$ cat src/fsmc_pkg.sv
/*
 * fsmc bridge shared definitions
 * default widths, latched address view, strobe, request and wishbone structs
 */
`default_nettype none

package fsmc_pkg;

    // ==================================================================
    // default geometry
    // ==================================================================
    localparam int ADDR_WIDTH_DEF       = 18;  // muxed AD width
    localparam int DATA_WIDTH_DEF       = 16;
    localparam int CS_WIDTH_DEF         = 2;   // region select bits below the high field
    localparam int HIGH_ADDR_WIDTH_DEF  = 2;   // top address bits compared for select
    localparam logic [HIGH_ADDR_WIDTH_DEF-1:0] HIGH_ADDR_CS_DEF = 2'b01;
    localparam int DATA_HOLD_CYCLES_DEF = 2;   // AD hold after NOE rises

    // word offset inside one region
    localparam int OFFSET_WIDTH = ADDR_WIDTH_DEF - HIGH_ADDR_WIDTH_DEF - CS_WIDTH_DEF;

    localparam int REG_ADDR_WIDTH_DEF = 4;     // 16 words per bank

    // ==================================================================
    // latched address word
    // ==================================================================
    typedef struct packed {
        logic [HIGH_ADDR_WIDTH_DEF-1:0] high;   // must equal HIGH_ADDR_CS
        logic [CS_WIDTH_DEF-1:0]        region; // one bank per value
        logic [OFFSET_WIDTH-1:0]        offset;
    } fsmc_addr_fld_t;

    typedef union packed {
        logic [ADDR_WIDTH_DEF-1:0] raw;
        fsmc_addr_fld_t            fld;
    } fsmc_addr_u;

    // strobes out of the synchronizer, all single-cycle except noe_low
    typedef struct packed {
        logic nadv_rise;
        logic nwe_rise;
        logic noe_rise;
        logic noe_low;   // level, not a pulse
    } fsmc_strobe_t;

    // one host access handed to the wishbone side
    typedef struct packed {
        logic                      valid;  // one-cycle pulse
        logic                      we;
        logic [CS_WIDTH_DEF-1:0]   region;
        logic [OFFSET_WIDTH-1:0]   offset;
        logic [DATA_WIDTH_DEF-1:0] wdata;
    } fsmc_req_t;

    // ==================================================================
    // wishbone classic, cyc is per region and kept outside
    // ==================================================================
    typedef struct packed {
        logic                      stb;
        logic                      we;
        logic [OFFSET_WIDTH-1:0]   adr;
        logic [DATA_WIDTH_DEF-1:0] dat;
    } wb_m2s_t;

    typedef struct packed {
        logic                      ack;
        logic [DATA_WIDTH_DEF-1:0] dat;
    } wb_s2m_t;

endpackage

`default_nettype wire
$ cat src/fsmc_sync.sv
/*
 * host strobe synchronizer
 * one register stage on NADV/NWE/NOE, then registered rising-edge flags
 */
`timescale 1ns/100ps
`default_nettype none

module fsmc_sync (
    input  wire logic            clk,
    input  wire logic            reset_n,
    input  wire logic            nadv,
    input  wire logic            nwe,
    input  wire logic            noe,
    output fsmc_pkg::fsmc_strobe_t strobe
);

    logic [2:0] sync_q;   // {nadv, nwe, noe}
    logic [2:0] prev_q;   // one cycle older copy
    logic [2:0] rise_q;   // registered edge flags

    // single stage is enough at the host's strobe rates
    always_ff @(posedge clk or negedge reset_n) begin
        if (!reset_n) begin
            sync_q <= 3'b111;  // strobes idle high
            prev_q <= 3'b111;
            rise_q <= 3'b000;
        end else begin
            sync_q <= {nadv, nwe, noe};
            prev_q <= sync_q;
            rise_q <= ~prev_q & sync_q;  // was low, now high
        end
    end

    // rise flags land 2 cycles after the pin edge
    assign strobe.nadv_rise = rise_q[2];
    assign strobe.nwe_rise  = rise_q[1];
    assign strobe.noe_rise  = rise_q[0];
    assign strobe.noe_low   = ~sync_q[0];  // synchronized level, 1 cycle late

endmodule

`default_nettype wire

$ cat config.mk
export PLATFORM = sky130hd
export DESIGN_NAME = fsmc_sync
export DESIGN_NICKNAME = d
export VERILOG_FILES = /design/src/fsmc_pkg.sv /design/src/fsmc_sync.sv
export SDC_FILE = /design/constraint.sdc
export NUM_CORES = 1
export LEC_CHECK = 0
export BUFFER_PORTS_ARGS = -buffer_cell sky130_fd_sc_hd__buf_2
export CAP_MARGIN = 10
export CORE_AREA = 2 2 39 41
export CTS_BUF_LIST = sky130_fd_sc_hd__clkbuf_4 sky130_fd_sc_hd__clkbuf_8
export CTS_CLUSTER_DIAMETER = 30
export DETAILED_ROUTE_END_ITERATION = 8
export DIE_AREA = 0 0 41 43
export MAX_ROUTING_LAYER = met4
export SYNTH_ARGS = -nofsm -noshare
export SYNTH_HDL_FRONTEND = slang
export SYNTH_SLANG_ARGS = --single-unit
$ cat constraint.sdc
create_clock -name clk -period 1.45 [get_ports clk]
set_clock_uncertainty 0.05 [all_clocks]
set_input_delay 0.29 -clock clk [delete_from_list [all_inputs] [get_ports clk]]
set_output_delay 0.29 -clock clk [all_outputs]
set_load 0.01 [all_outputs]
Yosys cells after proc, flatten, opt, wreduce, memory -nomap -nowiden
Index checks and enable logic that the tools add are counted.
- flip-flop bits (word level): 9
- bits in latches: 0
- memory bits (writable): 0
- memory bits (read-only): 0
- input port bits: 5
- output and inout bits: 4
- logic and storage cells: 6
- memories kept: 0
- $add $sub $neg: 0
- multipliers: 0
- divide/modulo/power cells: 0
- order comparisons: 0
- eq/ne operators: 0
- shift-type cells: 0
- mux-type cells: 0
- bitwise operators: 3
- reduce and logical (&&, ||, !) cells: 0
- operators with widths (cell ; number):
    $and A3 B3 Y3 ; 1
    $not A3 Y3 ; 1
    $not A1 Y1 ; 1

Longest topological paths before layout
- depth after elaboration: 2
- gate-level depth with buffers: 1
- mapped depth without buffers: 1

Worst setup path before layout
OpenSTA, ideal clock, no wires.
- path type: flip-flop to output port
- from: register sync_q[0]
- to: output port strobe[0] (netlist bit)
- data arrival time: 573 ps
- path slack: 537 ps
- cell stages (with the launch flop): 2
- path buffers: 0
- cells stage by stage: dfstp_2 > inv_1
- RTL lines (item ; line ; RTL):
    start: declaration ; fsmc_sync.sv:17 ; logic [2:0] sync_q;
    start signal: assignment ; fsmc_sync.sv:28 ; sync_q <= {nadv, nwe, noe};
    end: declaration ; fsmc_sync.sv:14 ; output fsmc_pkg::fsmc_strobe_t strobe

==> flow_summary.ini <==
[outcome]
status = finished clean

[hold_path]
holdPathEnd = sync_q[2]$_DFF_PN1_
hold_class = primary input to register
worstHoldStart = nadv
holdPathStages = 1

[clock_tree]
post_cts_resized = 0
clkTransAtPathRegs_ns = 0.06
cts.sinks = 9
htree_levels = 1
cts_buffer_depth = 2
root_buffer = clkbuf_4
cts_tree = built
cts_made_buffers = 3
clkLatencyLatePin_ns = 0.25

[placement]
place_area_sq_um = 323
place_congestion = 0.570
io_buffer_count = 8

[critical_path]
ff2ff_path_depth = 1
crit_arrival_ns = 0.96
reg2reg_setup_slack_ns = 0.66
path_class = register to output port
endpoint_kind = output port
cp-start-kind = register
worst_r2r_endpoint = rise_q[0]$_DFF_PN0_
path_max_fanout = 3
startpoint = sync_q[0]$_DFF_PN1_
rr_startpoint = sync_q[0]$_DFF_PN1_
cp.required_ns = 1.11

[power_and_ir_drop]
leakage_nw = 0.175
ir_drop_mv = 0.379
powerDensity_mw_per_mm2 = 1390

[sta]
setup-violations-final = 0
worstMarginPinSlew_ns = 0.186
tns_ns = 0
hold_viol = 0
final.period_utilization_pct = 89.8
relSlewSlack_pct = 87.6
layout_min_cycle_time_ns = 1.30
slew_violations = 0
grt_setup_unrepaired = false
fmax_mhz = 768

[floorplan]
die_w_microns = 41
dieArea_sq_mm = 0.00176
num_rows = 14
ios = 9
coreArea_sq_mm = 0.00138
die_y_microns = 43
start_util_pct = 19.0

[run]
cap_violations = 0

[yosys]
synth.distinct_cells = 5
avgSynthCellArea_sq_um = 20.2
yosys-top-cells-area = dfstp_2 60%, dfrtp_1 29%, nor2b_4 5.2%, nor2b_1 4.8%, inv_1 1.4%
yosysTopAreaCellShare_pct = 60.0
ys_seq_area_share_pct = 88.6
synthCells = 13
yosys_warnings = 0
synth_seq_cells = 9
synth_nets = 18
yosys.area.top_type = dfstp_2
synth_area_sq_um = 263

[route]
drc = 0
dr.pass1.iters = 2
wl_per_cell_microns = 9.02
drtAntennaViolNets = 0
drt_iter0_drc = 6
vias = 141
routed_wirelength_microns = 379
viasPerCell = 3.36

[final_layout]
layout_commonest_cell = buf_2
stdcell_area_sq_um = 363
layout_common_cells = 8 x buf_2, 6 x dfstp_2, 4 x clkbuf_4
drive_above_1_share_pct = 73.1
insertedDiodeCount = 0
area_growth_syn_to_layout_pct = 38.1
nNetsFinal = 32

[grt]
grt_usage_pct = 6.46
grt_pass1_vias = 162
antenna_found_initial = 0
grt_pass1_wl_microns = 634
grt_overflow = 0
grt_start_max_net_pins = 10
==> area by class of cell <==
type	instances	area (sq um)
Fill cell	148	1020
Sequential cell	9	233
Timing Repair Buffer	9	50.0
Clock buffer	4	30.0
Multi-Input combinational cell	3	26.3
Tap cell	16	20.0
Inverter	1	3.75
==> sequential cells by signal, indices dropped and copies added (netlist names) <==
name,count
sync_q,3
rise_q,3
prev_q,3
==> how the worst max path moves through the flow <==
| stage | endpoint | slack [ns] | cells after the start |
|---|---|---|---|
| 2_1_floorplan | strobe[0] | 0.54 | 1 |
| 5_1_grt | strobe[0] | 0.09 | 2 |
| 4_1_cts | strobe[0] | 0.13 | 2 |
| 6_report | strobe[0] | 0.15 | 2 |
| 3_5_place_dp | strobe[0] | 0.41 | 2 |
| 3_3_place_gp | strobe[0] | 0.43 | 2 |
==> Yosys cell counts <==
library cell,count
dfstp_2,6
nor2b_4,1
dfrtp_1,3
nor2b_1,2
inv_1,1
==> kinds of logic after synthesis <==
| family | share of synthesized area, % |
|---|---|
| flip-flops | 88.6 |
| AND/OR/NAND/NOR | 10.0 |
| buffers and inverters | 1.43 |
==> worst max-delay path, cell delays in order, from the launching register on <==
cell	delay, ns
dfstp_2	0.54
inv_1	0.04
buf_2	0.13
==> metal layers <==
layer  part of all wire [%]  track usage (%)  vias up
met5                      0                -        -
met4                    8.2             10.0        0
met3                     15             3.14        4
met2                     40             7.81       11
met1                     37             5.35       62
li1                       -                -       64
==> metrics by stage <==
stage	std cells	setup slack, ns	power [W]	hold WS (ns)	util, %
5_1_grt	42	0.0931	0.000539	0.0693	26.2
6_report	42	0.147	0.000503	0.0820	26.2
4_1_cts	42	0.125	0.000516	0.0705	26.2
2_1_floorplan	13	0.537	0.000287	-0.0556	-
3_5_place_dp	37	0.409	0.000304	0.0941	23.3
3_3_place_gp	37	0.433	0.000302	0.0809	23.3
==> where the power goes <==
part / internal [W] / switching (W)
Combinational: 0.0000131 / 0.0000118
Clock: 0.000124 / 0.0000780
Sequential: 0.000271 / 0.00000537
==> repair_timing <==
action	CTS	global route
buffers inserted	0	0
hold buffers	1	0
hold endpoints to repair	3	0
No activity file was read; power rests on OpenSTA's default activity.
