## src/fsmc_pkg.sv

```systemverilog
/*
 * fsmc bridge shared definitions
 * default widths, latched address view, strobe, request and wishbone structs
 */
`default_nettype none

package fsmc_pkg;

    // ==================================================================
    // default geometry
    // ==================================================================
    localparam int ADDR_WIDTH_DEF       = 18;  // muxed AD width
    localparam int DATA_WIDTH_DEF       = 16;
    localparam int CS_WIDTH_DEF         = 2;   // region select bits below the high field
    localparam int HIGH_ADDR_WIDTH_DEF  = 2;   // top address bits compared for select
    localparam logic [HIGH_ADDR_WIDTH_DEF-1:0] HIGH_ADDR_CS_DEF = 2'b01;
    localparam int DATA_HOLD_CYCLES_DEF = 2;   // AD hold after NOE rises

    // word offset inside one region
    localparam int OFFSET_WIDTH = ADDR_WIDTH_DEF - HIGH_ADDR_WIDTH_DEF - CS_WIDTH_DEF;

    localparam int REG_ADDR_WIDTH_DEF = 4;     // 16 words per bank

    // ==================================================================
    // latched address word
    // ==================================================================
    typedef struct packed {
        logic [HIGH_ADDR_WIDTH_DEF-1:0] high;   // must equal HIGH_ADDR_CS
        logic [CS_WIDTH_DEF-1:0]        region; // one bank per value
        logic [OFFSET_WIDTH-1:0]        offset;
    } fsmc_addr_fld_t;

    typedef union packed {
        logic [ADDR_WIDTH_DEF-1:0] raw;
        fsmc_addr_fld_t            fld;
    } fsmc_addr_u;

    // strobes out of the synchronizer, all single-cycle except noe_low
    typedef struct packed {
        logic nadv_rise;
        logic nwe_rise;
        logic noe_rise;
        logic noe_low;   // level, not a pulse
    } fsmc_strobe_t;

    // one host access handed to the wishbone side
    typedef struct packed {
        logic                      valid;  // one-cycle pulse
        logic                      we;
        logic [CS_WIDTH_DEF-1:0]   region;
        logic [OFFSET_WIDTH-1:0]   offset;
        logic [DATA_WIDTH_DEF-1:0] wdata;
    } fsmc_req_t;

    // ==================================================================
    // wishbone classic, cyc is per region and kept outside
    // ==================================================================
    typedef struct packed {
        logic                      stb;
        logic                      we;
        logic [OFFSET_WIDTH-1:0]   adr;
        logic [DATA_WIDTH_DEF-1:0] dat;
    } wb_m2s_t;

    typedef struct packed {
        logic                      ack;
        logic [DATA_WIDTH_DEF-1:0] dat;
    } wb_s2m_t;

endpackage

`default_nettype wire
```

## src/wb_reg_bank.sv

```systemverilog
/*
 * wishbone classic register bank
 * one chip-select region, single-cycle ack, registered read data
 */
`timescale 1ns/100ps
`default_nettype none

module wb_reg_bank #(
    parameter int REG_ADDR_WIDTH = fsmc_pkg::REG_ADDR_WIDTH_DEF,
    parameter int DATA_WIDTH     = fsmc_pkg::DATA_WIDTH_DEF
) (
    input  wire logic              clk,
    input  wire logic              reset_n,
    input  wire logic              wb_cyc,
    input  wire fsmc_pkg::wb_m2s_t wb_m2s,
    output fsmc_pkg::wb_s2m_t      wb_s2m
);

    localparam int DEPTH = 2**REG_ADDR_WIDTH;

    logic [DATA_WIDTH-1:0]     regs [DEPTH];
    logic [REG_ADDR_WIDTH-1:0] idx;         // low offset bits only
    logic                      access;      // cyc and stb, not yet acked
    logic                      ack_q;
    logic [DATA_WIDTH-1:0]     dat_q;

    assign idx    = wb_m2s.adr[REG_ADDR_WIDTH-1:0];
    assign access = wb_cyc & wb_m2s.stb & ~ack_q;  // no second ack while stb stays

    // ==================================================================
    // storage
    // ==================================================================
    always_ff @(posedge clk or negedge reset_n) begin
        if (!reset_n) begin
            for (int i = 0; i < DEPTH; i++) begin
                regs[i] <= '0;
            end
        end else if (access && wb_m2s.we) begin
            regs[idx] <= wb_m2s.dat;
        end
    end

    // ack one cycle after the strobe
    always_ff @(posedge clk or negedge reset_n) begin
        if (!reset_n) begin
            ack_q <= 1'b0;
        end else begin
            ack_q <= access;
        end
    end

    always_ff @(posedge clk) begin
        if (access) begin
            dat_q <= regs[idx];  // old value on a write, unused then
        end
    end

    assign wb_s2m.ack = ack_q;
    assign wb_s2m.dat = dat_q;

endmodule

`default_nettype wire

```

## config.mk

```make
export PLATFORM = sky130hd
export DESIGN_NAME = wb_reg_bank
export DESIGN_NICKNAME = d
export VERILOG_FILES = /design/src/fsmc_pkg.sv /design/src/wb_reg_bank.sv
export SDC_FILE = /design/constraint.sdc
export NUM_CORES = 1
export LEC_CHECK = 0
export BUFFER_PORTS_ARGS = -buffer_cell sky130_fd_sc_hd__buf_2
export CORE_ASPECT_RATIO = 0.75
export CORE_MARGIN = 2
export CORE_UTILIZATION = 40
export CTS_CLUSTER_SIZE = 8
export DETAILED_ROUTE_END_ITERATION = 6
export SETUP_SLACK_MARGIN = 0.02
export SLEW_MARGIN = 20
export SYNTH_ARGS = -nofsm -noshare
export SYNTH_HDL_FRONTEND = slang
export SYNTH_SLANG_ARGS = --single-unit
export TNS_END_PERCENT = 1
```

## constraint.sdc

```tcl
create_clock -name clk -period 2.3 [get_ports clk]
set_clock_uncertainty 0.15 [all_clocks]
set_input_delay 0.575 -clock clk [delete_from_list [all_inputs] [get_ports clk]]
set_output_delay 0.575 -clock clk [all_outputs]
set_load 0.005 [all_outputs]
```

; Word-level counts from Yosys, hierarchy flattened
; Cells that the tools add are included.
[word_totals]
ff_bits = 273
out_inout_bits = 17
[classes]
n_lt_le_gt_ge = 2
muxes = 6
n_bitwise = 4
reduce_logical = 2
[ops]
columns = operator, n
row1 = $bwmux 256, 1
row2 = $bmux 16 s4, 1
row3 = $demux 16 s4, 1
row4 = $mux 16, 3
row5 = $ge 5x5->1 const B, 1
row6 = $lt 5x1->1 const B, 1
row7 = $not 4->5, 1
row8 = $and 1x1->1, 2
row9 = $logic_and 1x1->1, 2
row10 = $not 1->1, 1

; Longest topological paths before layout
; Gate-level depths: netlist of the first run.
[logic_depth]
word_depth = 6
ltp_mapped = 7

; Least setup slack after synthesis of the first run
; No wires, ideal clock.
[synth_timing]
kind = in2reg
from = in wb_m2s[16] in the netlist's numbering
to = reg dat_q[0], data pin
setup_time_ns = 0.259
arrival_ns = 1.672
t_required_ns = 1.891
path_slack_ns = 0.219
path_stages = 5
path_buffers = 2
path_cell_list = buf_4 buf_4 mux4_2 a22oi_1 nand2_1
[synth_via]
elab_chain_cells = 4
[synth_rtl]
columns = item, line_no
row1 = "start, declared", wb_reg_bank.sv:15  ; input wire fsmc_pkg::wb_m2s_t wb_m2s,
row2 = $not 4->5 (implied by the code), wb_reg_bank.sv:54  ; dat_q <= regs[idx];
row3 = $bmux 16 s4, wb_reg_bank.sv:54
row4 = $mux 16 (implied by the code) (2 in series), wb_reg_bank.sv:54
row5 = "end signal, assigned", wb_reg_bank.sv:54
row6 = "end, declared", wb_reg_bank.sv:25  ; logic [DATA_WIDTH-1:0] dat_q;
; No other way between the ends. The select of a mux whose other input is x is not followed.
; A chain may end at the register's enable or synchronous reset.

; Worst setup path after layout of the first run
[layout_timing]
from = reg ack_q
to = reg regs[198] in the netlist's numbering
[layout_via]
elab_chain_cells = 3
[layout_rtl]
columns = item, line_no
row1 = "start, declared", wb_reg_bank.sv:24  ; logic ack_q;
row2 = "start signal, assigned", wb_reg_bank.sv:48  ; ack_q <= access;
row3 = $not 1->1, wb_reg_bank.sv:28  ; assign access = wb_cyc & wb_m2s.stb & ~ack_q;
row4 = $and 1x1->1, wb_reg_bank.sv:28
row5 = $logic_and 1x1->1, wb_reg_bank.sv:38  ; end else if (access && wb_m2s.we) begin
row6 = "end signal, assigned by index", wb_reg_bank.sv:39  ; regs[idx] <= wb_m2s.dat;
row7 = "end, declared", wb_reg_bank.sv:21  ; logic [DATA_WIDTH-1:0] regs [DEPTH];
; No other way between the ends.

==> results of run 1 <==
==> how the worst min path moves through the flow <==
stage	depth (start not counted)	slack [ns]	endpoint
floorplan	0	0.13	ack_q$_DFF_PN0_
global placement	1	0.31	regs[230]$_DFFE_PN0P_
detailed placement	1	0.31	regs[230]$_DFFE_PN0P_
CTS	2	0.31	regs[149]$_DFFE_PN0P_
global route	1	0.34	regs[92]$_DFFE_PN0P_
finish	2	0.33	regs[149]$_DFFE_PN0P_
==> Yosys cell counts <==
cell	instances
nand4_4	2
clkbuf_1	19
nor2_1	1
nor2_4	1
buf_12	1
buf_1	6
and2b_4	1
nand3_4	7
dfrtp_1	257
mux4_2	64
and3_1	2
and4b_1	3
nor2b_4	1
buf_4	12
mux2_1	48
and4bb_2	1
buf_2	7
and2_1	2
nor2_2	1
clkbuf_2	1
a22oi_1	32
mux2_4	30
nor2b_1	2
nand4b_4	1
mux2_2	178
buf_6	18
edfxtp_1	16
nand4_2	1
nand2_1	17
==> per-stage QoR <==
stage	cell area [um2]	setup TNS, ns	cells
4_1_cts	14560	0	1226
2_1_floorplan	12430	0	732
5_1_grt	14560	0	1226
3_3_place_gp	13440	-0.7030	1167
3_5_place_dp	13440	-2.383	1167
6_report	14560	0	1226
==> repair_timing <==
action | 4_1_cts | 5_1_grt
hold endpoints to repair | 30 | 0
hold buffers | 1 | 0
endpoints found under the setup margin | 0 | 0
resized for setup | 0 | 0
==> flip-flops by register name, summed over array words and instances (netlist names) <==
signal	flops
dat_q	16
regs	256
ack_q	1
==> critical path, stage by stage (launching register included) <==
cell and delay (ns):
dfrtp_1 0.40, and4b_1 0.43, buf_4 0.24, nand3_4 0.32, mux2_2 0.39
==> routing by layer <==
metal | part of all wire | track usage | up-vias | wire, um
li1 | - | - | 2916 | -
met1 | 0.45 | 0.2526 | 3688 | 13290
met2 | 0.49 | 0.3113 | 129 | 14330
met3 | 0.041 | 0.03412 | 42 | 1197
met4 | 0.020 | 0.05816 | 0 | 574
met5 | 0 | 0 | - | 0
==> power groups by stage <==
stage	Combinational [mW]	Clock [mW]	Sequential [mW]
floorplan	0.973	0	5.66
global placement	1.29	0	5.71
detailed placement	1.35	0	5.77
CTS	1.35	5.39	5.70
global route	1.45	5.64	5.75
finish	1.33	5.27	5.70
==> layout make-up <==
class,instances,area [um2],share of cell area
sequential,273,6912,0.4747
tap,399,499.2,0.03429
clock buffer,55,1079,0.07408
clock inverter,3,26.28,0.001805
multi-input combinational,395,5072,0.3484
timing repair buffer,101,970.9,0.06669
==> cell families after synthesis <==
| family | after synthesis | synth area share |
|---|---|---|
| AO/OA/AOI/OAI | 32 | 0.01933 |
| buffers and inverters | 64 | 0.03595 |
| flip-flops | 273 | 0.5562 |
| multiplexers | 320 | 0.3571 |
| AND/OR/NAND/NOR | 43 | 0.03142 |
==> impl_metrics.py, run 1 <==
metrics = {
    "outcome": {
        "outcome": "complete, no violations",
    },
    "grt": {
        "gr-total-overflow": 0,
        "grtUsageTotal": 0.1875,
        "grt_pass1_vias": 7450,
        "grt_pass1_wl_mm": 46.05,
        "grt_max_degree": 78,
        "antenna_found_initial": 0,
    },
    "setup_path": {
        "critPathMaxFanout": 16,
        "startpoint_type": "register",
        "r2r_end": "regs[198]$_DFFE_PN0P_",
        "required_ns": 2.54,
        "reg2reg_depth": 4,
        "crit_path_end_kind": "register",
        "crit_type": "reg2reg",
        "reg2reg_slack_ns": 0.22,
        "r2r-start": "ack_q$_DFF_PN0_",
        "cp.arrival_ns": 2.32,
        "crit_start": "ack_q$_DFF_PN0_",
        "endpoint": "regs[198]$_DFFE_PN0P_",
    },
    "route": {
        "routed_wl_mm": 29.39,
        "ant_nets": 0,
        "drt_iter0_markers": 502,
        "first_pass_iters": 4,
        "vias": 6775,
        "remaining_drc_errors": 0,
        "viasPerCell": 5.526,
        "avgRoutedWirePerCell_um": 23.97,
    },
    "synthesis": {
        "ys_warn_count": 0,
        "yosys.area.top_type": "dfrtp_1",
        "synth_top_area_share": 0.5176,
        "ys_types": 29,
        "syn-num-nets": 767,
        "synth-seq-cells": 273,
        "synth_area_leaders": "dfrtp_1, mux2_2, mux4_2, mux2_1, edfxtp_1",
        "syn_avg_cell_area_um2": 16.97,
        "synthesis.instances": 732,
        "syn_area_mm2": 0.01243,
        "yosysSeqAreaShare": 0.5562,
    },
    "place": {
        "dp_slack_ns": -0.08064,
        "gp_congestion": 0.7927,
        "dp_hpwl_mm": 18.43,
        "numPortBuffers": 41,
    },
    "cells_and_area": {
        "drive_above_1_share": 0.5248,
        "num-nets-final": 846,
        "fill_cells": 2556,
        "antennaDiodeCount": 0,
        "layout_commonest_cell": "dfrtp_1",
        "fin_util": 0.4797,
        "layout_common_cells": "dfrtp_1, mux2_2, mux4_2, mux2_1, clkbuf_16",
        "syn_to_final_growth_pct": 17.17,
    },
    "floorplan": {
        "io_pins": 52,
        "fp.dieW_um": 207.5,
        "initial_core_util": 0.4094,
        "core_mm2": 0.03035,
        "dieArea_mm2": 0.03250,
        "die_height_um": 156.6,
        "rows": 55,
    },
    "min_path": {
        "hp-class": "in2reg",
        "hold_start": "wb_m2s[5]",
    },
    "clock_network": {
        "cts_max_path_buffers": 3,
        "cts_max_level": 2,
        "numCtsBuffers": 40,
        "clk_pin_slew_ns": 0.05,
        "numClockSinks": 273,
        "post-cts-setup-buffers": 0,
        "root_buffer": "clkbuf_16",
        "clk_latency_ns": 0.53,
        "cts_tree": "yes",
    },
    "pwr": {
        "p_int_mw": 9.422,
        "power_frac_seq": 0.464,
        "power_mw": 12.30,
        "p_clk_frac": 0.428,
        "p_per_area_mw_per_mm2": 844.5,
        "p_leak_nw": 6.909,
        "netSwitchingPower_mw": 2.873,
        "swShare": 0.2337,
        "peakVddDrop_uv": 504.2,
        "p_comb_frac": 0.108,
    },
    "timing": {
        "fmaxAchievable_mhz": 480.3,
        "relSlewSlack": 0.7036,
        "finalSetupViolCount": 0,
        "fin_ws_ns": 0.2182,
        "period_share": 0.9052,
        "min_period_ns": 2.082,
        "final_max_slew_viol_count": 0,
        "worst_pin_slew_ns": 0.4426,
        "rsz0062_at_grt": "false",
        "hold_slack_ns": 0.3328,
        "finalHoldViolations": 0,
    },
    "flow_run": {
        "maxCapViolCount": 0,
    },
}
Power figures use the tool's default switching activity.
==> run 2, diff against run 1 <==
--- a/config.mk
+++ b/config.mk
@@ -11,6 +11,7 @@
 export CORE_UTILIZATION = 40
 export CTS_CLUSTER_SIZE = 8
 export DETAILED_ROUTE_END_ITERATION = 6
+export MAX_ROUTING_LAYER = met4
 export SETUP_SLACK_MARGIN = 0.02
 export SLEW_MARGIN = 20
 export SYNTH_ARGS = -nofsm -noshare
==> run 2 against run 1 <==
Clock power is essentially flat. Critical path depth did not move. Total power is essentially flat. Setup slack worse by 0.0058 ns. Register-to-register slack about the same. Global-route usage is 0.57 points higher. Combinational power hardly changed. Sequential power barely moved. Count of clock-buffer cells in the layout did not move. Critical endpoint unchanged. Largest power group unchanged.
==> impl_metrics.py, run 2 (synthesized netlist as in run 1, its figures left out) <==
metrics = {
    "outcome": {
        "outcome": "complete, no violations",
    },
    "timing": {
        "final_max_slew_viol_count": 0,
        "min_period_ns": 2.088,
        "finalHoldViolations": 0,
        "fmaxAchievable_mhz": 479.0,
        "relSlewSlack": 0.7055,
        "finalSetupViolCount": 0,
        "worst_pin_slew_ns": 0.4397,
        "period_share": 0.9077,
        "rsz0062_at_grt": "false",
    },
    "route": {
        "drt_iter0_markers": 427,
        "routed_wl_mm": 29.48,
        "first_pass_iters": 4,
        "ant_nets": 0,
        "vias": 6832,
        "viasPerCell": 5.573,
        "avgRoutedWirePerCell_um": 24.05,
        "remaining_drc_errors": 0,
    },
    "clock_network": {
        "cts_tree": "yes",
        "clk_latency_ns": 0.53,
        "cts_max_path_buffers": 3,
        "clk_pin_slew_ns": 0.05,
        "root_buffer": "clkbuf_16",
        "cts_max_level": 2,
        "hold_buffers": 1,
        "post-cts-setup-buffers": 0,
        "cts_resized": 0,
        "numClockSinks": 273,
        "numCtsBuffers": 40,
    },
    "grt": {
        "grt_pass1_wl_mm": 46.01,
        "grtUsageTotal": 0.1931,
        "grt_pass1_vias": 7455,
        "grt_max_degree": 78,
        "gr-total-overflow": 0,
        "antenna_found_initial": 0,
    },
    "cells_and_area": {
        "top_regs": "regs x256, dat_q x16, ack_q x1",
        "largest_reg_flops": 256,
        "syn_to_final_growth_pct": 17.17,
        "drive_above_1_share": 0.5248,
        "multi_input_area_mm2": 0.005072,
        "fin_util": 0.4797,
        "seq_area_mm2": 0.006912,
        "fill_cells": 2556,
        "layout_commonest_cell": "dfrtp_1",
        "layout_common_cells": "dfrtp_1, mux2_2, mux4_2, mux2_1, clkbuf_16",
        "num-nets-final": 846,
        "antennaDiodeCount": 0,
        "top_register": "regs",
    },
    "place": {
        "dp_hpwl_mm": 18.43,
        "gp_congestion": 0.8039,
        "numPortBuffers": 41,
    },
    "floorplan": {
        "core_mm2": 0.03035,
        "dieArea_mm2": 0.03250,
        "rows": 55,
        "io_pins": 52,
        "fp.dieW_um": 207.5,
        "initial_core_util": 0.4094,
        "die_height_um": 156.6,
    },
    "setup_path": {
        "cp.buffers_inverters": 1,
        "cp.arrival_ns": 2.33,
        "slowest_delay_ns": 0.43,
        "required_ns": 2.54,
        "startpoint_type": "register",
        "slowest_stage": "and4b_1",
        "crit_type": "reg2reg",
        "worstPathCellList": "and4b_1, buf_4, nand3_4, mux2_2",
        "critPathMaxFanout": 16,
        "cp_top_family": "simple AND/OR/NAND/NOR gates",
        "crit_path_end_kind": "register",
    },
    "pwr": {
        "peakVddDrop_uv": 505.0,
        "netSwitchingPower_mw": 2.877,
        "power_mw": 12.30,
        "p_comb_frac": 0.108,
        "power_frac_seq": 0.464,
        "p_int_mw": 9.422,
        "p_leak_nw": 6.909,
        "p_per_area_mw_per_mm2": 844.8,
        "swShare": 0.2339,
        "p_clk_frac": 0.428,
    },
    "min_path": {
        "hp-class": "in2reg",
    },
    "flow_run": {
        "maxCapViolCount": 0,
    },
}
-- run 2: cell type report --
type / count / area share
Timing Repair Buffer: 101 / 0.06669
Clock inverter: 3 / 0.001805
Multi-Input combinational cell: 395 / 0.3484
Sequential cell: 273 / 0.4747
Clock buffer: 55 / 0.07408
Tap cell: 399 / 0.03429
-- run 2: worst paths after layout --
path / endpoint / startpoint / slack, ns / depth (start not counted)
setup reg to reg: regs[198]$_DFFE_PN0P_ / ack_q$_DFF_PN0_ / 0.21 / 4
setup / recovery: regs[198]$_DFFE_PN0P_ / ack_q$_DFF_PN0_ / 0.21 / 4
hold reg to reg: regs[253]$_DFFE_PN0P_ / regs[253]$_DFFE_PN0P_ / 0.33 / 1
hold / removal: regs[149]$_DFFE_PN0P_ / wb_m2s[5] / 0.33 / 2
max in group asynchronous: regs[50]$_DFFE_PN0P_ / reset_n / 0.93 / 3
min in group asynchronous: regs[246]$_DFFE_PN0P_ / reset_n / 0.37 / 2
-- run 2: power by group through the flow --
stage	combinational (mW)	sequential (mW)	clock (mW)
floorplan	0.973	5.66	0
global placement	1.29	5.71	0
detailed placement	1.35	5.77	0
CTS	1.35	5.70	5.39
global route	1.45	5.75	5.64
finish	1.33	5.70	5.27
-- run 2: per-layer routing --
metal / vias up / global-route usage / share of wire / routed length (um)
met4: 0 / 0.05816 / 0.022 / 640
met3: 52 / 0.03412 / 0.041 / 1208
met2: 139 / 0.3116 / 0.48 / 14190
met1: 3734 / 0.2521 / 0.46 / 13440
li1: 2907 / - / - / -
met5: - / - / 0 / 0
-- run 2: metrics by stage --
| stage | hold slack [ns] | worst slack (ns) | TNS (ns) | cells | cell area [um2] |
|---|---|---|---|---|---|
| 6_report | 0.3311 | 0.2124 | 0 | 1226 | 14560 |
| 5_1_grt | 0.3399 | 0.1425 | 0 | 1226 | 14560 |
| 4_1_cts | 0.3146 | 0.2040 | 0 | 1226 | 14560 |
| 3_5_place_dp | 0.3141 | -0.08064 | -2.383 | 1167 | 13440 |
| 3_3_place_gp | 0.3090 | -0.06155 | -0.7030 | 1167 | 13440 |
| 2_1_floorplan | 0.1294 | 0.2186 | 0 | 732 | 12430 |
-- run 2: worst reg2reg max path, cell delays in order, from the launching register on --
cell     delay, ns
dfrtp_1       0.40
and4b_1       0.43
buf_4         0.24
nand3_4       0.32
mux2_2        0.40
