## config.mk

```make
export PLATFORM = sky130hd
export DESIGN_NAME = fsmc_wb_master
export DESIGN_NICKNAME = d
export VERILOG_FILES = /design/src/fsmc_pkg.sv /design/src/fsmc_wb_master.sv
export SDC_FILE = /design/constraint.sdc
export NUM_CORES = 1
export LEC_CHECK = 0
export BUFFER_PORTS_ARGS = -buffer_cell sky130_fd_sc_hd__buf_2
export CAP_MARGIN = 25
export CORE_MARGIN = 10
export CORE_UTILIZATION = 37
export CTS_BUF_LIST = sky130_fd_sc_hd__clkbuf_16
export CTS_CLUSTER_SIZE = 16
export DETAILED_ROUTE_END_ITERATION = 7
export PLACE_DENSITY = 0.88
export SLEW_MARGIN = 20
export SYNTH_ARGS = -nofsm -noshare
export SYNTH_HDL_FRONTEND = slang
export SYNTH_SLANG_ARGS = --single-unit
```

## constraint.sdc

```tcl
create_clock -name clk -period 1.78 [get_ports clk]
set_input_delay 0.267 -clock clk [delete_from_list [all_inputs] [get_ports clk]]
set_output_delay 0.267 -clock clk [all_outputs]
set_load 0.01 [all_outputs]
```

## src/fsmc_pkg.sv

```systemverilog
/*
 * fsmc bridge shared definitions
 * default widths, latched address view, strobe, request and wishbone structs
 */
`default_nettype none

package fsmc_pkg;

    // ==================================================================
    // default geometry
    // ==================================================================
    localparam int ADDR_WIDTH_DEF       = 18;  // muxed AD width
    localparam int DATA_WIDTH_DEF       = 16;
    localparam int CS_WIDTH_DEF         = 2;   // region select bits below the high field
    localparam int HIGH_ADDR_WIDTH_DEF  = 2;   // top address bits compared for select
    localparam logic [HIGH_ADDR_WIDTH_DEF-1:0] HIGH_ADDR_CS_DEF = 2'b01;
    localparam int DATA_HOLD_CYCLES_DEF = 2;   // AD hold after NOE rises

    // word offset inside one region
    localparam int OFFSET_WIDTH = ADDR_WIDTH_DEF - HIGH_ADDR_WIDTH_DEF - CS_WIDTH_DEF;

    localparam int REG_ADDR_WIDTH_DEF = 4;     // 16 words per bank

    // ==================================================================
    // latched address word
    // ==================================================================
    typedef struct packed {
        logic [HIGH_ADDR_WIDTH_DEF-1:0] high;   // must equal HIGH_ADDR_CS
        logic [CS_WIDTH_DEF-1:0]        region; // one bank per value
        logic [OFFSET_WIDTH-1:0]        offset;
    } fsmc_addr_fld_t;

    typedef union packed {
        logic [ADDR_WIDTH_DEF-1:0] raw;
        fsmc_addr_fld_t            fld;
    } fsmc_addr_u;

    // strobes out of the synchronizer, all single-cycle except noe_low
    typedef struct packed {
        logic nadv_rise;
        logic nwe_rise;
        logic noe_rise;
        logic noe_low;   // level, not a pulse
    } fsmc_strobe_t;

    // one host access handed to the wishbone side
    typedef struct packed {
        logic                      valid;  // one-cycle pulse
        logic                      we;
        logic [CS_WIDTH_DEF-1:0]   region;
        logic [OFFSET_WIDTH-1:0]   offset;
        logic [DATA_WIDTH_DEF-1:0] wdata;
    } fsmc_req_t;

    // ==================================================================
    // wishbone classic, cyc is per region and kept outside
    // ==================================================================
    typedef struct packed {
        logic                      stb;
        logic                      we;
        logic [OFFSET_WIDTH-1:0]   adr;
        logic [DATA_WIDTH_DEF-1:0] dat;
    } wb_m2s_t;

    typedef struct packed {
        logic                      ack;
        logic [DATA_WIDTH_DEF-1:0] dat;
    } wb_s2m_t;

endpackage

`default_nettype wire
```

## src/fsmc_wb_master.sv

```systemverilog
/*
 * wishbone classic master
 * runs one single-beat cycle per slave request and returns ack data
 */
`timescale 1ns/100ps
`default_nettype none

module fsmc_wb_master #(
    parameter int CS_WIDTH     = fsmc_pkg::CS_WIDTH_DEF,
    parameter int OFFSET_WIDTH = fsmc_pkg::OFFSET_WIDTH,
    parameter int DATA_WIDTH   = fsmc_pkg::DATA_WIDTH_DEF
) (
    input  wire logic                  clk,
    input  wire logic                  reset_n,
    input  wire fsmc_pkg::fsmc_req_t   req,
    output logic [DATA_WIDTH-1:0]      rdata,
    output logic                       done,
    output logic [2**CS_WIDTH-1:0]     wb_cyc,
    output fsmc_pkg::wb_m2s_t          wb_m2s,
    input  wire fsmc_pkg::wb_s2m_t [2**CS_WIDTH-1:0] wb_s2m
);

    localparam int NREG = 2**CS_WIDTH;

    typedef enum logic {
        ST_IDLE,
        ST_WAIT_ACK
    } state_t;

    state_t                  state_q;
    logic [NREG-1:0]         cyc_q;
    logic                    stb_q;
    logic                    we_q;
    logic [CS_WIDTH-1:0]     region_q;   // steers the response mux
    logic [OFFSET_WIDTH-1:0] offset_q;
    logic [DATA_WIDTH-1:0]   wdata_q;
    logic                    ack_sel;

    // response from the addressed bank only
    assign ack_sel = wb_s2m[region_q].ack;
    assign rdata   = wb_s2m[region_q].dat;
    assign done    = (state_q == ST_WAIT_ACK) && ack_sel;  // pulses with ack

    // ==================================================================
    // cycle control
    // ==================================================================
    always_ff @(posedge clk or negedge reset_n) begin
        if (!reset_n) begin
            state_q  <= ST_IDLE;
            cyc_q    <= '0;
            stb_q    <= 1'b0;
            region_q <= '0;
        end else begin
            case (state_q)
                ST_IDLE: begin
                    if (req.valid) begin
                        cyc_q    <= {{(NREG-1){1'b0}}, 1'b1} << req.region;  // one-hot
                        stb_q    <= 1'b1;
                        region_q <= req.region;
                        state_q  <= ST_WAIT_ACK;
                    end
                end
                ST_WAIT_ACK: begin
                    // requests here are dropped
                    if (ack_sel) begin
                        cyc_q   <= '0;
                        stb_q   <= 1'b0;
                        state_q <= ST_IDLE;
                    end
                end
                default: state_q <= ST_IDLE;
            endcase
        end
    end

    // payload, only loaded on accept
    always_ff @(posedge clk) begin
        if (state_q == ST_IDLE && req.valid) begin
            we_q     <= req.we;
            offset_q <= req.offset;
            wdata_q  <= req.wdata;
        end
    end

    assign wb_cyc     = cyc_q;
    assign wb_m2s.stb = stb_q;
    assign wb_m2s.we  = we_q;
    assign wb_m2s.adr = offset_q;
    assign wb_m2s.dat = wdata_q;

endmodule

`default_nettype wire

```

== Yosys cells after proc, flatten, opt, wreduce, memory -nomap -nowiden ==
Cells that the tools add are included.
Word-level totals
  RAM bits: 0
  memories: 0
  bits in latches: 0
  ROM bits: 0
  output and inout bits: 53
  bits of input ports: 104
  bits in registers: 39
  logic and storage cells: 27
Cells by class
  order comparisons: 1
  div/mod/pow operators: 0
  add/sub/neg operators: 0
  mux-type cells: 11
  reductions and logical operators: 4
  bitwise gates (word level): 1
  multipliers: 0
  shifts and indexed selects: 1
  eq/ne operators: 2
Operators by type and width (number)
  $bmux W17 S2: 1
  $mux W17: 1
  $mux W4: 2
  $pmux W4 S2: 1
  $mux W1: 4
  $pmux W1 S2: 2
  $reduce_and A2 Y1: 2
  $shl A1 B2 Y4 const A: 1
  $lt A2 B3 Y1 const B: 1
  $logic_and A1 B1 Y1: 2
  $ne A2 B1 Y1 const B: 1
  $ne A2 B2 Y1 const B: 1
  $not A1 Y1: 1

== Depth between registers and ports, before layout ==
Gate-level depths: netlist of the first run.
  depth after elaboration: 4
  gate-level depth with buffers: 4
  depth with buffers taken out: 4

== Least setup slack after synthesis of the first run ==
OpenSTA, ideal clock, no wires.
  path type: reg2reg
  from: reg state_q
  to: reg offset_q[0], enable pin
  stages on the path, launching flop included: 3
  slack: 0.194 ns
  clock period less this slack: 1.586 ns
  required time: 1.394 ns
  arrival: 1.200 ns
  buffers on the path: 0
  setup time: 0.386 ns
  cells stage by stage: dfrtp_1 -> nand2b_1 -> inv_1
On the way
  word-level cells in the longest chain between the ends: 2
Ends and longest elaborated chain
  start: declaration: line fsmc_wb_master.sv:30  | state_t state_q;
  start signal: assignment: line fsmc_wb_master.sv:49  | state_q <= ST_IDLE;
  start signal: assignment: line fsmc_wb_master.sv:60  | state_q <= ST_WAIT_ACK;
  start signal: assignment: line fsmc_wb_master.sv:68  | state_q <= ST_IDLE;
  $not A1 Y1 (no source line)
  $logic_and A1 B1 Y1: line fsmc_wb_master.sv:78  | if (state_q == ST_IDLE && req.valid) begin
  end signal: assignment: line fsmc_wb_master.sv:80  | offset_q <= req.offset;
  end: declaration: line fsmc_wb_master.sv:35  | logic [OFFSET_WIDTH-1:0] offset_q;
Every way passes these cells.
A chain may end at the register's enable or synchronous reset.

== Final worst setup path of the first run ==
  from: reg region_q[0]
  to: out rdata[6]
On the way
  word-level cells in the longest chain between the ends: 2
Ends and longest elaborated chain
  start: declaration: line fsmc_wb_master.sv:34  | logic [CS_WIDTH-1:0] region_q;
  start signal: assignment: line fsmc_wb_master.sv:59  | region_q <= req.region;
  $bmux W17 S2: line fsmc_wb_master.sv:41  | assign rdata = wb_s2m[region_q].dat;
  $mux W17 (not written as such): line fsmc_wb_master.sv:41
  end: declaration: line fsmc_wb_master.sv:16  | output logic [DATA_WIDTH-1:0] rdata,
Every way passes these cells. The select of a mux whose other input is x is not followed.

==> flow_metrics.env, run 1 <==
export IMPL_overflow=0
export IMPL_track_usage_pct=15.39
export IMPL_die_w_um=88.36
export IMPL_power_switching_share_pct=31.24
export IMPL_clk_path_buf_depth=2
export IMPL_finalHoldViolCount=0
export IMPL_p_leak_nw=1.329
export IMPL_diodes=0
export IMPL_max_stage_delay_ns=0.55
export IMPL_synth_edf_count=31
export IMPL_async_reset_ff_share_pct=20.51
export IMPL_yosysTopAreaCellShare_pct=53.84
export IMPL_cts_buffers=5
export IMPL_drc=0
export IMPL_core_mm2=0.004444
export IMPL_via_per_inst=4.902
export IMPL_fmax_mhz=552.0
export IMPL_syn_num_nets=191
export IMPL_fin_worst_skew_ns=0.003689
export IMPL_slew_violations=0
export IMPL_rows=24
export IMPL_die_area_mm2=0.007807
export IMPL_routedWlPerCell_um=20.71
export IMPL_placed_cells=292
export IMPL_cpMaxStageDelayCell="mux4_1"
export IMPL_placed_area_mm2=0.002556
export IMPL_cts_tree="done"
export IMPL_syn_cell_area_mm2=0.001729
export IMPL_clkSlewWorstSetupHoldPaths_ns=0.06
export IMPL_die_y_um=88.36
export IMPL_use_met3_pct=11.31
export IMPL_violations="setup timing"
export IMPL_firstDrtPassIters=4
export IMPL_power_frac_comb_pct=44.5
export IMPL_grtUsageMet2_pct=26.05
export IMPL_final_layout_size_suffix_gt1_share_pct=74.70
export IMPL_cp_required_ns=1.51
export IMPL_drv_cap=0
export IMPL_cts_sinks=39
export IMPL_worst_hold_path_type="primary input to register"
export IMPL_period_needed_ns=1.812
export IMPL_routed_wl_mm=6.318
export IMPL_max_slew_worst_pin_slew_ns=0.3901
export IMPL_clock_root_buffer="clkbuf_16"
export IMPL_cts_max_level=2
export IMPL_drtIter0Drc=29
export IMPL_finalNonFillerCells=305
export IMPL_avgSynthCellArea_um2=19.88
export IMPL_ir_worst_vdd_v=0.001273
export IMPL_crit_type="register to primary output"
export IMPL_seqPwrFrac_pct=34.3
export IMPL_drtAntennaViolNets=0
export IMPL_p_int_mw=2.738
export IMPL_port_buffers=156
export IMPL_yosysWarnings=0
export IMPL_clock_latency_ns=0.27
export IMPL_dpl_hpwl_mm=5.133
export IMPL_setup_violations=5
export IMPL_fin_nets=356
export IMPL_status="complete, but fails checks"
export IMPL_rsz0062_at_grt="true"
export IMPL_grtUsageMet1_pct=13.67
export IMPL_antenna_found_initial=0
export IMPL_initial_core_util_pct=38.91
export IMPL_worst_slack_ns=-0.03173
export IMPL_p_clk_share_pct=21.2
export IMPL_arrival_ns=1.54
export IMPL_via_count=1495
export IMPL_io_pins=157
export IMPL_ys_seq_area_share_pct=65.41
export IMPL_yosys_top_cells_area="edfxtp_1 54%, mux4_2 12%, dfrtp_1 12%, mux4_1 11%, o32ai_1 2.0%"
export IMPL_crit_fanout=9
export IMPL_ys_ff_latch=39
export IMPL_grt_max_degree=33
export IMPL_grt_pass1_vias=1705
export IMPL_max_slew_margin_rel_pct=73.99
export IMPL_cp_top_family="multiplexers"
export IMPL_finalCritPeriodShare_pct=101.8
export IMPL_gp_congestion=0.7308
export IMPL_design_area_mm2=0.002824
export IMPL_ys_top_cells_by_count="31 x edfxtp_1, 9 x mux4_2, 8 x dfrtp_1"
export IMPL_area_delta_synth_final_pct=63.31
export IMPL_start_kind="register"
export IMPL_p_switching_mw=1.244
export IMPL_end_kind="primary output"
export IMPL_power_density_mw_per_mm2=1410
export IMPL_yosysUniqueCellTypes=16
export IMPL_yosysMostFrequentCell="edfxtp_1"
export IMPL_synth_cells=87
export IMPL_grt_first_pass_wirelength_mm=9.073
export IMPL_path_cells="buf_12 -> mux4_1 -> buf_2"
export IMPL_synth_flop_cell="edfxtp_1"
export IMPL_critPathBufInv=2
export IMPL_fin_setup_tns_ns=-0.07367
export IMPL_yosysTopAreaCell="edfxtp_1"
export IMPL_busiest_layer="met2"
-- cell families (layout without fill, tap and decap cells) --
logic type / Yosys count / in the layout / synth area share [%]
mux: 18 / 18 / 23.52
compound gates: 7 / 7 / 3.763
simple gates: 13 / 13 / 3.111
flops: 39 / 39 / 65.41
buf+inv: 10 / 176 / 4.196
-- worst reg2reg max path, cell delays in order (launching register included) --
cell and delay (ns):
dfrtp_2 0.44, buf_12 0.16, buf_4 0.15, mux2i_2 0.23, o22ai_4 0.10, buf_4 0.14
buf_4 0.14, o32ai_1 0.12
-- final cells by class --
type,count,area (um^2)
fill,340,1620
sequential,39,1134
timing repair buffer,165,943.4
multi-input combinational,38,530.5
clock buffer,5,125.1
tap,52,65.06
clock inverter,3,15.01
inverter,3,11.26
-- per-stage QoR --
step,total power [mW],hold slack (ns),setup WS (ns),utilization (%)
4_1_cts,3.739,0.1590,-0.04827,61.18
3_3_place_gp,2.806,0.1145,0.2118,57.52
2_1_floorplan,2.291,-0.02859,0.1938,-
3_5_place_dp,2.855,0.1181,0.1801,57.52
6_report,3.982,0.1633,-0.03173,63.54
5_1_grt,4.193,0.1555,-0.07836,63.54
-- path summary, 6_finish.rpt --
kind                              from          end  slack, ns  depth (start not counted)
max in group asynchronous      reset_n  region_q[0]       1.23                          2
min in group asynchronous      reset_n    wb_cyc[0]       0.37                          2
max reg2reg                region_q[0]    wb_cyc[3]       0.20                          7
min                            req[16]  offset_q[0]       0.16                          1
max                        region_q[0]     rdata[6]      -0.03                          3
min reg2reg                      stb_q        stb_q       0.51                          2
-- sequential cells by signal, indices dropped and copies added, names as in the netlist --
register / flops
offset_q: 14
region_q: 2
state_q: 1
stb_q: 1
wb_cyc: 4
wdata_q: 16
we_q: 1
-- cells in the final DEF, fill, tap and decap left out --
cell	n
buf_12	1
buf_2	146
buf_4	6
buf_6	10
clkbuf_16	6
clkinv_2	3
dfrtp_1	6
dfrtp_2	2
dlygate4sd3_1	1
edfxtp_1	31
inv_1	3
mux2i_2	1
mux2i_4	1
mux4_1	4
mux4_2	12
nand2_1	7
nand2b_1	2
nor2_1	4
o21ai_0	2
o22ai_4	1
o32ai_1	4
-- per-layer routing --
metal,up-vias,share of wire [%]
met3,8,18
li1,684,-
met2,107,49
met4,0,1.8
met1,696,31
met5,-,0
-- timing repair --
action	CTS	global route
pin swaps	0	0
resized for setup	4	14
setup endpoints to repair	17	17
buffers inserted	1	2
endpoints found under the hold margin	8	0
cloned	0	1
hold buffers	1	0
-- power by group through the flow --
stage	combinational (mW)	sequential [mW]	clock [mW]
after global placement	1.46	1.35	0
after CTS	1.52	1.36	0.856
after detailed placement	1.49	1.37	0
after floorplan	0.919	1.37	0
after global routing	1.90	1.40	0.888
final	1.77	1.37	0.844
Power figures use the tool's default switching activity.
==> inputs of run 2 (changes only) <==
Settings changed: BUFFER_PORTS_ARGS -buffer_cell sky130_fd_sc_hd__buf_2 to default, CORE_UTILIZATION 37 to 40, DONT_BUFFER_PORTS from default to 1, GPL_TIMING_DRIVEN from default to 0, PLACE_DENSITY 0.88 to 0.62.
==> flow_metrics.env, run 2 (synthesis gave the netlist of run 1 again) <==
export IMPL_fmax_mhz=567.4
export IMPL_io_pins=157
export IMPL_final_cell_mix="31 x edfxtp_1, 9 x mux4_2, 8 x dfrtp_1"
export IMPL_clock_root_buffer="clkbuf_16"
export IMPL_rows=23
export IMPL_power_frac_comb_pct=32.8
export IMPL_fin_worst_skew_ns=0.004347
export IMPL_clk_path_buf_depth=2
export IMPL_slew_violations=0
export IMPL_cpMaxStageDelayCell="mux4_2"
export IMPL_power_switching_share_pct=30.74
export IMPL_crit_fanout=6
export IMPL_via_count=916
export IMPL_diodes=0
export IMPL_firstDrtPassIters=4
export IMPL_max_slew_margin_rel_pct=73.05
export IMPL_drc=0
export IMPL_clkSlewWorstSetupHoldPaths_ns=0.06
export IMPL_crit_type="register to primary output"
export IMPL_max_slew_worst_pin_slew_ns=0.4038
export IMPL_p_clk_share_pct=27.7
export IMPL_area_delta_synth_final_pct=17.15
export IMPL_cp_required_ns=1.51
export IMPL_max_stage_delay_ns=0.54
export IMPL_layout_commonest_cell="edfxtp_1"
export IMPL_clock_latency_ns=0.28
export IMPL_p_switching_mw=1.089
export IMPL_drtAntennaViolNets=0
export IMPL_rsz0062_at_grt="true"
export IMPL_dpl_hpwl_mm=4.205
export IMPL_initial_core_util_pct=42.31
export IMPL_fin_nets=203
export IMPL_placed_area_mm2=0.001807
export IMPL_arrival_ns=1.50
export IMPL_p_int_mw=2.453
export IMPL_finalHoldViolCount=0
export IMPL_cts_max_level=2
export IMPL_top_register="wdata_q"
export IMPL_start_kind="register"
export IMPL_setup_violations=0
export IMPL_routed_wl_mm=4.850
export IMPL_die_w_um=85.75
export IMPL_gp_congestion=0.7360
export IMPL_overflow=0
export IMPL_final_layout_size_suffix_gt1_share_pct=29.00
export IMPL_cts_sinks=39
export IMPL_seqPwrFrac_pct=39.5
export IMPL_die_y_um=85.75
export IMPL_fin_setup_tns_ns=0
export IMPL_period_needed_ns=1.762
export IMPL_whs_ns=0.08297
export IMPL_end_kind="primary output"
export IMPL_fin_util_pct=49.57
export IMPL_die_area_mm2=0.007353
export IMPL_grt_pass1_vias=1015
export IMPL_routedWlPerCell_um=32.33
export IMPL_via_per_inst=6.107
export IMPL_p_leak_nw=0.7284
export IMPL_path_cells="buf_6 -> clkbuf_16 -> mux4_2"
export IMPL_ir_worst_vdd_v=0.0009755
export IMPL_finalNonFillerCells=150
export IMPL_core_mm2=0.004086
export IMPL_power_mw=3.542
export IMPL_largest_register_ffs=16
export IMPL_dp_slack_ns=0.2935
export IMPL_port_buffers=0
export IMPL_drtIter0Drc=46
export IMPL_drv_cap=0
export IMPL_cts_buffers=5
export IMPL_grt_first_pass_wirelength_mm=6.561
export IMPL_status="complete, no violations"
export IMPL_cts_tree="done"
export IMPL_worst_hold_path_type="primary input to register"
export IMPL_worst_slack_ns=0.01765
export IMPL_finalCritPeriodShare_pct=99.01
export IMPL_grt_max_degree=24
export IMPL_placed_cells=138
export IMPL_antenna_found_initial=0
export IMPL_design_area_mm2=0.002026
export IMPL_power_density_mw_per_mm2=1748
export IMPL_track_usage_pct=11.99
[run 2: changes by cell type in the layout (fill, tap and decap cells not counted), moves of 2 or more]
cell / before / now
buf_2: 146 / 3
buf_6: 10 / 1
buf_4: 6 / 3
mux4_1: 4 / 7
mux4_2: 12 / 9
clkinv_2: 3 / 1
dfrtp_1: 6 / 8
dfrtp_2: 2 / 0
mux2i_1: 0 / 2
[run 2: worst paths after layout]
check                             from     endpoint  slack [ns]  cells after the start
max                        region_q[0]    rdata[12]        0.02                      3
min                            req[21]  offset_q[5]        0.08                      0
max reg2reg                    state_q  offset_q[1]        0.31                      3
min reg2reg                      stb_q        stb_q        0.51                      2
max in group asynchronous      reset_n        stb_q        1.18                      1
min in group asynchronous      reset_n    wb_cyc[2]        0.33                      1
[run 2: routing by layer]
metal | GRT usage (%) | up-vias | routed length (um)
met5 | 0 | - | 0
met4 | 4.042 | 0 | 29
met3 | 7.096 | 4 | 604
met2 | 21.93 | 84 | 2689
met1 | 10.62 | 442 | 1528
li1 | - | 386 | -
[run 2: what timing repair did]
item,4_1_cts,5_1_grt
buffers inserted,0,1
resized for setup,0,1
hold endpoints to repair,8,0
setup endpoints to repair,0,9
hold buffers,1,0
[run 2: layout make-up]
cell class                      count  area, um^2
Timing Repair Buffer                5       62.56
Clock buffer                        5       125.1
Fill cell                         353        2061
Tap cell                           50       62.56
Clock inverter                      3       43.79
Multi-Input combinational cell     38       525.5
Sequential cell                    39        1131
Buffer                              7       63.81
Inverter                            3       11.26
[run 2: power by group through the flow]
stage / clock (mW) / combinational [mW] / sequential (mW)
after floorplan: 0 / 0.919 / 1.37
after global placement: 0 / 1.04 / 1.42
after detailed placement: 0 / 1.09 / 1.42
after CTS: 1.01 / 1.10 / 1.41
after global routing: 1.04 / 1.26 / 1.43
final: 0.981 / 1.16 / 1.40
[run 2: critical path: cells and delay by family (launching register included)]
kind / cells / cell delay [ns]
buffers and inverters: 2 / 0.30
flip-flops: 1 / 0.37
multiplexers: 1 / 0.54
==> inputs of run 3 (changes only) <==
Settings changed: CTS_BUF_LIST sky130_fd_sc_hd__clkbuf_16 to sky130_fd_sc_hd__clkbuf_2 sky130_fd_sc_hd__clkbuf_4 sky130_fd_sc_hd__clkbuf_8, RECOVER_POWER from default to 100.
==> flow_metrics.env, run 3 (synthesis gave the netlist of run 1 again) <==
export IMPL_clock_latency_ns=0.29
export IMPL_p_clk_share_pct=22.0
export IMPL_clk_path_buf_depth=2
export IMPL_via_per_inst=5.993
export IMPL_p_switching_mw=1.060
export IMPL_end_kind="primary output"
export IMPL_rows=23
export IMPL_drtIter0Drc=33
export IMPL_cts_buffers=5
export IMPL_top_register="wdata_q"
export IMPL_dp_slack_ns=0.2935
export IMPL_cts_max_level=2
export IMPL_grt_first_pass_wirelength_mm=6.610
export IMPL_p_leak_nw=0.6910
export IMPL_max_slew_margin_rel_pct=74.36
export IMPL_clock_root_buffer="clkbuf_8"
export IMPL_port_buffers=0
export IMPL_drv_cap=0
export IMPL_whs_ns=0.06739
export IMPL_start_kind="register"
export IMPL_die_area_mm2=0.007353
export IMPL_worst_slack_ns=-0.0002935
export IMPL_fill_cells=363
export IMPL_firstDrtPassIters=4
export IMPL_crit_fanout=6
export IMPL_finalCritPeriodShare_pct=100.0
export IMPL_drtAntennaViolNets=0
export IMPL_violations="setup timing"
export IMPL_power_frac_comb_pct=35.0
export IMPL_ir_worst_vdd_v=0.0008669
export IMPL_grt_max_degree=24
export IMPL_via_count=899
export IMPL_antenna_found_initial=0
export IMPL_diodes=0
export IMPL_io_pins=157
export IMPL_max_slew_worst_pin_slew_ns=0.3833
export IMPL_finalHoldViolCount=0
export IMPL_initial_core_util_pct=42.31
export IMPL_fin_util_pct=47.80
export IMPL_rsz0062_at_grt="true"
export IMPL_dpl_hpwl_mm=4.205
export IMPL_gp_congestion=0.7360
export IMPL_clkSlewWorstSetupHoldPaths_ns=0.08
export IMPL_core_mm2=0.004086
export IMPL_track_usage_pct=12.03
export IMPL_slew_violations=0
export IMPL_status="complete, but fails checks"
export IMPL_power_density_mw_per_mm2=1662
export IMPL_routed_wl_mm=4.852
export IMPL_setup_violations=1
export IMPL_final_layout_size_suffix_gt1_share_pct=26.00
export IMPL_area_delta_synth_final_pct=12.95
export IMPL_layout_commonest_cell="edfxtp_1"
export IMPL_power_switching_share_pct=32.64
export IMPL_cp_required_ns=1.51
export IMPL_fin_worst_skew_ns=0.007097
export IMPL_worst_hold_path_type="primary input to register"
export IMPL_final_cell_mix="31 x edfxtp_1, 9 x mux4_2, 8 x dfrtp_1"
export IMPL_crit_type="register to primary output"
export IMPL_overflow=0
export IMPL_seqPwrFrac_pct=43.0
export IMPL_cts_tree="done"
export IMPL_arrival_ns=1.51
export IMPL_placed_cells=138
export IMPL_fmax_mhz=561.7
export IMPL_p_int_mw=2.187
export IMPL_largest_register_ffs=16
export IMPL_die_y_um=85.75
export IMPL_routedWlPerCell_um=32.35
export IMPL_die_w_um=85.75
export IMPL_finalNonFillerCells=150
export IMPL_cts_sinks=39
export IMPL_grt_pass1_vias=1022
export IMPL_period_needed_ns=1.780
export IMPL_fin_nets=203
export IMPL_drc=0
## run 3: power by group through the flow
stage / clock network, mW / registers [mW] / logic, mW
after floorplan: 0 / 1.37 / 0.919
after global placement: 0 / 1.42 / 1.04
after detailed placement: 0 / 1.42 / 1.09
after CTS: 0.735 / 1.40 / 1.11
after global routing: 0.771 / 1.42 / 1.24
final: 0.714 / 1.40 / 1.14
## run 3: routing by layer
metal	part of all wire (%)	vias up	global-route usage (%)
met2	55	88	22.21
met3	13	6	7.190
li1	-	382	-
met4	1.1	0	4.042
met1	31	423	10.46
met5	0	-	0
## run 3: final timing paths
check | slack (ns) | endpoint | cells past startpoint | start
worst min register to register | 0.52 | stb_q | 2 | stb_q
worst max register to register | 0.15 | offset_q[7] | 3 | state_q
worst min-delay path | 0.07 | offset_q[5] | 0 | req[21]
max in group asynchronous | 1.18 | stb_q | 1 | reset_n
worst max-delay path | -0.0003 | rdata[12] | 3 | region_q[0]
min in group asynchronous | 0.33 | wb_cyc[0] | 1 | reset_n
## run 3: through the flow
stage | TNS, ns | instance area, um^2 | power [mW]
4_1_cts | -0.006083 | 1937 | 3.252
5_1_grt | -0.3219 | 1953 | 3.435
3_5_place_dp | 0 | 1807 | 2.510
6_report | -0.0002935 | 1953 | 3.247
3_3_place_gp | -0.3248 | 1792 | 2.464
2_1_floorplan | 0 | 1729 | 2.291
## run 3: worst max-delay path, cell delays in order, from the launching register on
cell and delay (ns):
dfrtp_1 0.38, buf_6 0.15, clkbuf_16 0.15, mux4_2 0.54
## run 3: final cells by class
type                       count  area, um^2  area share (%)
tap                           50       62.56           3.203
inverter                       3       11.26          0.5766
sequential                    39        1131           57.91
timing repair buffer           5       55.05           2.819
buffer                         7       55.05           2.819
clock inverter                 3       43.79           2.242
multi-input combinational     38       525.5           26.91
clock buffer                   5       68.82           3.523
## run 3: repair_timing
item / 4_1_cts / 5_1_grt
gates cloned: 0 / 2
hold buffers: 1 / 0
hold endpoints to repair: 8 / 0
endpoints found under the setup margin: 9 / 9
setup buffers: 1 / 0
gates resized for setup: 0 / 1
